===== config.mk =====
export PLATFORM = sky130hd
export DESIGN_NAME = multdiv_top
export DESIGN_NICKNAME = d
export VERILOG_FILES = /design/src/rtl/multdiv_pkg.sv /design/src/rtl/multdiv_ctrl.sv /design/src/rtl/mult_unit.sv /design/src/rtl/div_unit.sv /design/src/rtl/multdiv_top.sv
export SDC_FILE = /design/constraint.sdc
export NUM_CORES = 2
export LEC_CHECK = 0
export BUFFER_PORTS_ARGS = -buffer_cell sky130_fd_sc_hd__buf_2
export CAP_MARGIN = 40
export CELL_PAD_IN_SITES_DETAIL_PLACEMENT = 0
export CELL_PAD_IN_SITES_GLOBAL_PLACEMENT = 2
export CORE_MARGIN = 2
export CORE_UTILIZATION = 38
export DETAILED_ROUTE_END_ITERATION = 10
export PLACE_DENSITY = 0.8
export SYNTH_ARGS = -nofsm -noshare
export SYNTH_HDL_FRONTEND = slang
export SYNTH_HIERARCHICAL = 1
export SYNTH_SLANG_ARGS = --single-unit

===== constraint.sdc =====
create_clock -name clk_i -period 16.85 [get_ports clk_i]
set_clock_uncertainty 0.2 [all_clocks]
set_input_delay 0.8425 -clock clk_i [delete_from_list [all_inputs] [get_ports clk_i]]
set_output_delay 0.8425 -clock clk_i [all_outputs]
set_load 0.005 [all_outputs]

===== src/rtl/multdiv_pkg.sv =====
// Shared types and constants for the multiply/divide unit.
// Operand fields are fixed at xlen bits. Only xlen = 32 is verified.

package multdiv_pkg;

  localparam int unsigned xlen      = 32;
  localparam int unsigned half_w    = 16;
  localparam int unsigned div_steps = 32;
  localparam int unsigned div_cnt_w = $clog2(div_steps);

  // RV32M operation encoding, multiplies in the lower half
  typedef enum logic [2:0] {
    op_mul    = 3'd0,
    op_mulh   = 3'd1,
    op_mulhsu = 3'd2,
    op_mulhu  = 3'd3,
    op_div    = 3'd4,
    op_divu   = 3'd5,
    op_rem    = 3'd6,
    op_remu   = 3'd7
  } md_op_e;

  typedef struct packed {
    md_op_e          op;
    logic [xlen-1:0] op_a;
    logic [xlen-1:0] op_b;
  } md_req_t;

  typedef struct packed {
    logic [xlen-1:0] result;
  } md_resp_t;

  function automatic logic is_div(md_op_e op);
    return op inside {op_div, op_divu, op_rem, op_remu};
  endfunction

  // operand a is signed for mulh, mulhsu, div and rem
  function automatic logic sign_a_of(md_op_e op, logic [xlen-1:0] operand);
    logic signed_op;
    signed_op = op inside {op_mulh, op_mulhsu, op_div, op_rem};
    return signed_op & operand[xlen-1];
  endfunction

  // operand b is signed for mulh, div and rem
  function automatic logic sign_b_of(md_op_e op, logic [xlen-1:0] operand);
    logic signed_op;
    signed_op = op inside {op_mulh, op_div, op_rem};
    return signed_op & operand[xlen-1];
  endfunction

endpackage


===== src/rtl/multdiv_ctrl.sv =====
// Request/response controller. Accepts one operation at a time and
// starts the matching unit one cycle after acceptance.
// req_ready_o returns one cycle after the response transfer.

`timescale 1ns/1ns

module multdiv_ctrl (
  input  logic                  clk_i,
  input  logic                  rst_ni,
  input  logic                  req_valid_i,
  input  multdiv_pkg::md_req_t  req_i,
  output logic                  req_ready_o,
  output logic                  mul_start_o,
  output logic                  div_start_o,
  output multdiv_pkg::md_req_t  op_req_o,
  input  logic                  mul_done_i,
  input  multdiv_pkg::md_resp_t mul_resp_i,
  input  logic                  div_done_i,
  input  multdiv_pkg::md_resp_t div_resp_i,
  output logic                  resp_valid_o,
  output multdiv_pkg::md_resp_t resp_o,
  input  logic                  resp_ready_i
);

  logic                 busy_q;
  logic                 sel_div_q;
  logic                 mul_start_q;
  logic                 div_start_q;
  logic                 accept;
  logic                 req_is_div;
  multdiv_pkg::md_req_t req_q;

  assign req_ready_o = ~busy_q;
  assign accept      = req_valid_i & ~busy_q;
  assign req_is_div  = multdiv_pkg::is_div(req_i.op);

  always_ff @(posedge clk_i or negedge rst_ni) begin
    if (!rst_ni) begin
      busy_q      <= 1'b0;
      sel_div_q   <= 1'b0;
      mul_start_q <= 1'b0;
      div_start_q <= 1'b0;
    end else begin
      // one-cycle start pulse toward the selected unit
      mul_start_q <= accept & ~req_is_div;
      div_start_q <= accept & req_is_div;
      if (accept) begin
        busy_q    <= 1'b1;
        sel_div_q <= req_is_div;
      end else if (resp_valid_o && resp_ready_i) begin
        busy_q <= 1'b0;
      end
    end
  end

  // operands stay steady for the whole operation
  always_ff @(posedge clk_i) begin
    if (accept) begin
      req_q <= req_i;
    end
  end

  assign mul_start_o = mul_start_q;
  assign div_start_o = div_start_q;
  assign op_req_o    = req_q;

  // response comes from whichever unit is busy
  assign resp_valid_o = sel_div_q ? div_done_i : mul_done_i;
  assign resp_o       = sel_div_q ? div_resp_i : mul_resp_i;

endmodule


===== src/rtl/mult_unit.sv =====
// Multiplier built on one signed 17x17 multiply-accumulate over operand halves.
// MUL finishes in the 3rd cycle after start and the MULH forms in the 4th.
// Operands must stay steady until the result is accepted.

`timescale 1ns/1ns

module mult_unit #(
  parameter int unsigned width_p = multdiv_pkg::xlen
) (
  input  logic                  clk_i,
  input  logic                  rst_ni,
  input  logic                  start_i,
  input  multdiv_pkg::md_req_t  req_i,
  input  logic                  resp_ready_i,
  output logic                  done_o,
  output multdiv_pkg::md_resp_t resp_o
);

  localparam int unsigned hw    = multdiv_pkg::half_w;
  localparam int unsigned acc_w = width_p + 2;
  localparam int unsigned pad_w = acc_w - hw;

  typedef enum logic [2:0] {
    st_idle, st_albl, st_albh, st_ahbl, st_ahbh
  } state_e;

  state_e             state_q, state_d;
  logic [acc_w-1:0]   acc_q, acc_d;
  logic [acc_w-1:0]   accum;
  logic [acc_w-1:0]   mac;
  logic [hw-1:0]      op_a_half, op_b_half;
  logic               sign_a, sign_b;
  logic               is_mul;
  logic               signed_mult;
  logic [width_p-1:0] result;

  assign is_mul      = (req_i.op == multdiv_pkg::op_mul);
  assign signed_mult = (req_i.op != multdiv_pkg::op_mulhu);

  // 17x17 signed product plus 34-bit addend
  assign mac = $signed({sign_a, op_a_half}) * $signed({sign_b, op_b_half}) + $signed(accum);

  always_comb begin
    state_d   = state_q;
    acc_d     = acc_q;
    op_a_half = req_i.op_a[hw-1:0];
    op_b_half = req_i.op_b[hw-1:0];
    sign_a    = 1'b0;
    sign_b    = 1'b0;
    accum     = '0;
    result    = mac[width_p-1:0];
    done_o    = 1'b0;

    unique case (state_q)
      st_idle: begin
        if (start_i) begin
          state_d = st_albl;
        end
      end

      st_albl: begin
        // al*bl is always unsigned
        acc_d   = mac;
        state_d = st_albh;
      end

      st_albh: begin
        op_b_half = req_i.op_b[width_p-1 -: hw];
        sign_b    = multdiv_pkg::sign_b_of(req_i.op, req_i.op_b);
        accum     = {{pad_w{1'b0}}, acc_q[width_p-1:hw]};
        if (is_mul) begin
          acc_d = {2'b00, mac[hw-1:0], acc_q[hw-1:0]};
        end else begin
          acc_d = mac;
        end
        state_d = st_ahbl;
      end

      st_ahbl: begin
        op_a_half = req_i.op_a[width_p-1 -: hw];
        sign_a    = multdiv_pkg::sign_a_of(req_i.op, req_i.op_a);
        if (is_mul) begin
          // low word done, hold here until accepted
          accum  = {{pad_w{1'b0}}, acc_q[width_p-1:hw]};
          result = {mac[hw-1:0], acc_q[hw-1:0]};
          done_o = 1'b1;
          if (resp_ready_i) begin
            state_d = st_idle;
          end
        end else begin
          accum   = acc_q;
          acc_d   = mac;
          state_d = st_ahbh;
        end
      end

      st_ahbh: begin
        op_a_half = req_i.op_a[width_p-1 -: hw];
        op_b_half = req_i.op_b[width_p-1 -: hw];
        sign_a    = multdiv_pkg::sign_a_of(req_i.op, req_i.op_a);
        sign_b    = multdiv_pkg::sign_b_of(req_i.op, req_i.op_b);
        // shift partial sum down by one half, sign extended unless mulhu
        accum     = {{hw{signed_mult & acc_q[acc_w-1]}}, acc_q[acc_w-1:hw]};
        done_o    = 1'b1;
        if (resp_ready_i) begin
          state_d = st_idle;
        end
      end

      default: begin
        state_d = st_idle;
      end
    endcase
  end

  assign resp_o.result = result;

  always_ff @(posedge clk_i or negedge rst_ni) begin
    if (!rst_ni) begin
      state_q <= st_idle;
    end else begin
      state_q <= state_d;
    end
  end

  always_ff @(posedge clk_i) begin
    acc_q <= acc_d;
  end

endmodule


===== src/rtl/div_unit.sv =====
// Restoring long divider for DIV, DIVU, REM and REMU.
// Takes 36 cycles from start to done and 2 cycles on division by zero.
// Operands must stay steady until the result is accepted.

`timescale 1ns/1ns

module div_unit #(
  parameter int unsigned width_p = multdiv_pkg::xlen
) (
  input  logic                  clk_i,
  input  logic                  rst_ni,
  input  logic                  start_i,
  input  multdiv_pkg::md_req_t  req_i,
  input  logic                  resp_ready_i,
  output logic                  done_o,
  output multdiv_pkg::md_resp_t resp_o
);

  localparam int unsigned cnt_w = multdiv_pkg::div_cnt_w;

  typedef enum logic [2:0] {
    st_idle, st_abs_a, st_abs_b, st_comp, st_last, st_change_sign, st_finish
  } state_e;

  state_e             state_q, state_d;
  logic [width_p-1:0] num_q, num_d;
  logic [width_p-1:0] den_q, den_d;
  logic [width_p-1:0] quot_q, quot_d;
  logic [width_p:0]   rem_q, rem_d;
  logic [cnt_w-1:0]   cnt_q, cnt_d;
  logic               dbz_q, dbz_d;
  logic [width_p:0]   sub_a, sub_b, sub_res;
  logic               ge;
  logic [width_p-1:0] next_rem;
  logic [width_p-1:0] next_quot;
  logic               sign_a, sign_b;
  logic               quot_op;
  logic               div_change_sign;
  logic               rem_change_sign;

  assign sign_a  = multdiv_pkg::sign_a_of(req_i.op, req_i.op_a);
  assign sign_b  = multdiv_pkg::sign_b_of(req_i.op, req_i.op_b);
  assign quot_op = (req_i.op == multdiv_pkg::op_div) || (req_i.op == multdiv_pkg::op_divu);

  // quotient sign flips on mixed signs except after a zero divisor
  assign div_change_sign = (sign_a ^ sign_b) & ~dbz_q;
  assign rem_change_sign = sign_a;

  // shared subtractor for negation and the trial subtraction
  assign sub_res = sub_a - sub_b;

  // partial remainder is below twice the divisor so bit width_p is the borrow
  assign ge        = ~sub_res[width_p];
  assign next_rem  = ge ? sub_res[width_p-1:0] : rem_q[width_p-1:0];
  assign next_quot = quot_q | ({{(width_p-1){1'b0}}, ge} << cnt_q);

  always_comb begin
    state_d = state_q;
    num_d   = num_q;
    den_d   = den_q;
    quot_d  = quot_q;
    rem_d   = rem_q;
    cnt_d   = cnt_q;
    dbz_d   = dbz_q;
    sub_a   = rem_q;
    sub_b   = {1'b0, den_q};
    done_o  = 1'b0;

    unique case (state_q)
      st_idle: begin
        if (start_i) begin
          dbz_d   = (req_i.op_b == '0);
          state_d = st_abs_a;
        end
      end

      st_abs_a: begin
        sub_a = '0;
        sub_b = {1'b0, req_i.op_a};
        if (dbz_q) begin
          // all ones for the quotient, dividend for the remainder
          rem_d   = {1'b0, (quot_op ? {width_p{1'b1}} : req_i.op_a)};
          state_d = st_finish;
        end else begin
          num_d   = sign_a ? sub_res[width_p-1:0] : req_i.op_a;
          state_d = st_abs_b;
        end
      end

      st_abs_b: begin
        sub_a   = '0;
        sub_b   = {1'b0, req_i.op_b};
        den_d   = sign_b ? sub_res[width_p-1:0] : req_i.op_b;
        rem_d   = {{width_p{1'b0}}, num_q[width_p-1]};
        quot_d  = '0;
        cnt_d   = cnt_w'(multdiv_pkg::div_steps - 1);
        state_d = st_comp;
      end

      st_comp: begin
        cnt_d   = cnt_q - 1'b1;
        quot_d  = next_quot;
        // shift in the next numerator bit
        rem_d   = {next_rem, num_q[cnt_d]};
        state_d = (cnt_q == cnt_w'(1)) ? st_last : st_comp;
      end

      st_last: begin
        // keep only the word that is returned
        rem_d   = {1'b0, (quot_op ? next_quot : next_rem)};
        state_d = st_change_sign;
      end

      st_change_sign: begin
        sub_a = '0;
        sub_b = rem_q;
        if (quot_op ? div_change_sign : rem_change_sign) begin
          rem_d = {1'b0, sub_res[width_p-1:0]};
        end
        state_d = st_finish;
      end

      st_finish: begin
        done_o = 1'b1;
        if (resp_ready_i) begin
          state_d = st_idle;
        end
      end

      default: begin
        state_d = st_idle;
      end
    endcase
  end

  assign resp_o.result = rem_q[width_p-1:0];

  always_ff @(posedge clk_i or negedge rst_ni) begin
    if (!rst_ni) begin
      state_q <= st_idle;
      cnt_q   <= '0;
      dbz_q   <= 1'b0;
    end else begin
      state_q <= state_d;
      cnt_q   <= cnt_d;
      dbz_q   <= dbz_d;
    end
  end

  always_ff @(posedge clk_i) begin
    num_q  <= num_d;
    den_q  <= den_d;
    quot_q <= quot_d;
    rem_q  <= rem_d;
  end

endmodule


===== src/rtl/multdiv_top.sv =====
// Multiply/divide unit top level with valid/ready request and response ports.
// One operation in flight at a time. Verified only with width_p = 32.

`timescale 1ns/1ns

module multdiv_top #(
  parameter int unsigned width_p = multdiv_pkg::xlen
) (
  input  logic                  clk_i,
  input  logic                  rst_ni,
  input  logic                  req_valid_i,
  input  multdiv_pkg::md_req_t  req_i,
  output logic                  req_ready_o,
  output logic                  resp_valid_o,
  output multdiv_pkg::md_resp_t resp_o,
  input  logic                  resp_ready_i
);

  logic                  mul_start, div_start;
  logic                  mul_done, div_done;
  multdiv_pkg::md_req_t  op_req;
  multdiv_pkg::md_resp_t mul_resp, div_resp;

  multdiv_ctrl multdiv_ctrl_inst (
    .clk_i        (clk_i),
    .rst_ni       (rst_ni),
    .req_valid_i  (req_valid_i),
    .req_i        (req_i),
    .req_ready_o  (req_ready_o),
    .mul_start_o  (mul_start),
    .div_start_o  (div_start),
    .op_req_o     (op_req),
    .mul_done_i   (mul_done),
    .mul_resp_i   (mul_resp),
    .div_done_i   (div_done),
    .div_resp_i   (div_resp),
    .resp_valid_o (resp_valid_o),
    .resp_o       (resp_o),
    .resp_ready_i (resp_ready_i)
  );

  mult_unit #(
    .width_p (width_p)
  ) mult_unit_inst (
    .clk_i        (clk_i),
    .rst_ni       (rst_ni),
    .start_i      (mul_start),
    .req_i        (op_req),
    .resp_ready_i (resp_ready_i),
    .done_o       (mul_done),
    .resp_o       (mul_resp)
  );

  div_unit #(
    .width_p (width_p)
  ) div_unit_inst (
    .clk_i        (clk_i),
    .rst_ni       (rst_ni),
    .start_i      (div_start),
    .req_i        (op_req),
    .resp_ready_i (resp_ready_i),
    .done_o       (div_done),
    .resp_o       (div_resp)
  );

endmodule


==> flow_summary.json <==
{
  "status": "complete, no violations",
  "grt-ovfl-total": 0,
  "cts.sinks": 246,
  "fmax_mhz": 98.4,
  "cap_violations": 0,
  "min_period_ns": 10.16,
  "portBuffers": 104,
  "drc": 0,
  "initial_core_util_pct": 38.2,
  "grt_pass1_vias": 23500,
  "core-area_um2": 74200,
  "critPathCaptureType": "output pin",
  "cts.path.max_buffers": 3,
  "finalSetupViolations": 0,
  "cp.arrival_ns": 9.12,
  "cts_tree": "built",
  "grt_pass1_wl_um": 158000,
  "grt_max_degree": 67,
  "synthesis.nets": 3567,
  "dr.pass1.iters": 6,
  "synth_cell_types": 93,
  "rsz0062_at_grt": "false",
  "synthCells": 3017,
  "antenna_found_initial": 3,
  "routed_wirelength_um": 108000,
  "drtIter0Drc": 2315,
  "htree_levels": 1,
  "cts_root_buf": "clkbuf_16",
  "cpLargestDelayFamily": "adder cells",
  "die_w_um": 277,
  "yosys_warnings": 6,
  "vias_per_cell": 5.78,
  "diodes": 0,
  "hold_viol": 0,
  "critical_path_class": "register to output pin",
  "place.gp.congestion": 0.945,
  "fin_nets": 3583,
  "synthDominantCellAreaShare_pct": 24.4,
  "synth_largest_area_cell": "edfxtp_1",
  "dpl.hpwl_um": 86400,
  "synth_edf_count": 230,
  "cts_resized": 0,
  "synth_flop_cell": "edfxtp_1",
  "cp.required_ns": 15.81,
  "route.met3.wl_um": 7160,
  "track_usage_pct": 28.0,
  "seq_area_frac_synth_pct": 25.8,
  "highest_layer": "met5",
  "critPathMaxStageDelay_ns": 0.65,
  "wl_met1_um": 42600,
  "hold_path_class": "input pin to register",
  "met2_length_um": 52600,
  "drive_above_1_share_pct": 11.2,
  "clock_latency_ns": 0.62,
  "synthArstFlopShare_pct": 6.50,
  "relSlewSlack_pct": 36.3,
  "synthesis.area_um2": 28300,
  "cp_common_cell": "fa_1",
  "ys_seq_elements": 246,
  "postSynthAreaPerCell_um2": 9.40,
  "post-route-period-util_pct": 60.3,
  "die-area_um2": 76800,
  "drtAntennaViolNets": 0,
  "worst_slew_pin_slew_ns": 0.955,
  "dr_total_vias": 23300,
  "clkTransAtPathRegs_ns": 0.06,
  "pin_count": 105,
  "cts_buffers": 30,
  "synthToLayoutAreaGrowth_pct": 9.15,
  "fp-row-count": 100,
  "die_h_um": 277,
  "crit_buf_inv": 7,
  "slew_viol_final": 0,
  "slowest_stage": "and3_1",
  "fin_tns_setup_ns": 0,
  "synth_top_cells_by_area": "edfxtp_1, fa_1, ha_1",
  "setup.worst_path.start_class": "register",
  "crit_path_max_fanout": 33,
  "wl_per_cell_um": 26.9
}
[cells in the mapped netlist (all sizes together), types with 6 or more instances]
cell type and number:
inv 440, nand2 375, fa 340, nor2 271, edfxtp 230, o21ai 167, a21oi 149, ha 139
clkbuf 113, a221oi 75, mux2 70, buf 65, and2 53, xnor2 50, mux2i 44, a21o 37
nor3 35, xor2 31, a31oi 27, o22ai 26, nand3 21, a22oi 18, nand2b 18, dfrtp 16
nor4 14, a211oi 13, nor2b 13, or3 12, and3 11, mux4 10, nand4 10, o211ai 10
o21a 8, o21bai 8, o31ai 8, o221ai 7, or2 6
[area by class of cell]
| cell class | count | area (um^2) |
|---|---|---|
| Clock buffer | 36 | 803 |
| Clock inverter | 20 | 272 |
| Fill cell | 7358 | 43300 |
| Inverter | 440 | 1650 |
| Multi-Input combinational cell | 2153 | 18600 |
| Sequential cell | 246 | 7310 |
| Tap cell | 969 | 1210 |
| Timing Repair Buffer | 162 | 1080 |
[sequential cells by signal, indices dropped and copies added, names as in the netlist, 3 cells and up]
name / count
multdiv_ctrl_inst/op_req_o: 67
mult_unit_inst/acc_q: 34
div_unit_inst/rem_q: 33
div_unit_inst/den_q: 32
div_unit_inst/num_q: 32
div_unit_inst/quot_q: 32
div_unit_inst/cnt_q: 5
div_unit_inst/state_q: 3
mult_unit_inst/state_q: 3
[per-stage QoR]
stage | area [um^2] | cells | worst slack [ns] | util [%] | hold WS [ns]
floorplan | 28300 | 3017 | 8.07 | - | 0.272
global placement | 29600 | 3954 | 7.20 | 39.9 | 0.338
detailed placement | 29900 | 3969 | 7.39 | 40.2 | 0.339
CTS | 30900 | 4026 | 6.73 | 41.7 | 0.177
global route | 30900 | 4026 | 6.30 | 41.7 | 0.189
finish | 30900 | 4026 | 6.69 | 41.7 | 0.198
[final timing paths]
| path | from | end | slack (ns) | cells after the start |
|---|---|---|---|---|
| worst max register to register | mult_unit_inst/state_q[0]$_DFFE_PN0P_ | mult_unit_inst/acc_q[33]$_DFFE_PP_ | 8.27 | 26 |
| worst min-delay path | req_i[15] | multdiv_ctrl_inst/op_req_o[15]$_DFFE_PP_ | 0.20 | 1 |
| min in group asynchronous | rst_ni | multdiv_ctrl_inst/busy_q$_DFFE_PN0P_ | 0.52 | 2 |
| worst min register to register | div_unit_inst/quot_q[14]$_SDFFCE_PN0P_ | div_unit_inst/quot_q[14]$_SDFFCE_PN0P_ | 0.35 | 2 |
| max in group asynchronous | rst_ni | div_unit_inst/cnt_q[1]$_DFFE_PN0P_ | 15.57 | 2 |
| worst max-delay path | mult_unit_inst/state_q[0]$_DFFE_PN0P_ | resp_o[22] | 6.69 | 28 |
[layer usage]
metal | global-route usage, % | vias to the layer above
li1 | - | 10200
met2 | 47.6 | 1039
met5 | 0 | -
met4 | 13.5 | 2
met3 | 2.75 | 217
met1 | 35.8 | 11900
[cell usage in the layout (no fill, tap or decap), drive strengths merged, types with 21 or more instances in the layout]
| master | instances |
|---|---|
| xor2 | 31 |
| o21ai | 167 |
| buf | 161 |
| fa | 340 |
| inv | 442 |
| and2 | 53 |
| xnor2 | 50 |
| o22ai | 26 |
| clkbuf | 36 |
| nor3 | 35 |
| mux2 | 70 |
| a21oi | 149 |
| a221oi | 75 |
| nand3 | 21 |
| a31oi | 27 |
| a21o | 37 |
| edfxtp | 230 |
| ha | 139 |
| mux2i | 44 |
| nor2 | 271 |
| nand2 | 375 |
[timing repair]
action | in CTS | in global routing
endpoints found under the hold margin | 16 | 0
buffers inserted | 0 | 0
setup endpoints to repair | 0 | 0
hold buffers | 1 | 0
[cell families (layout without fill, tap and decap cells)]
group	Yosys count	in the layout	share of synthesized area, %
fa+ha+maj	479	479	30.1
buf+inv	618	658	8.91
xor+xnor	81	81	2.50
mux	124	124	5.14
flops	246	246	25.8
simple gates	850	850	13.1
compound gates	619	619	14.4
Power is left out: the tool's default activity adds up to more than one toggle a clock period on the data nets, which glitch-free logic cannot reach.
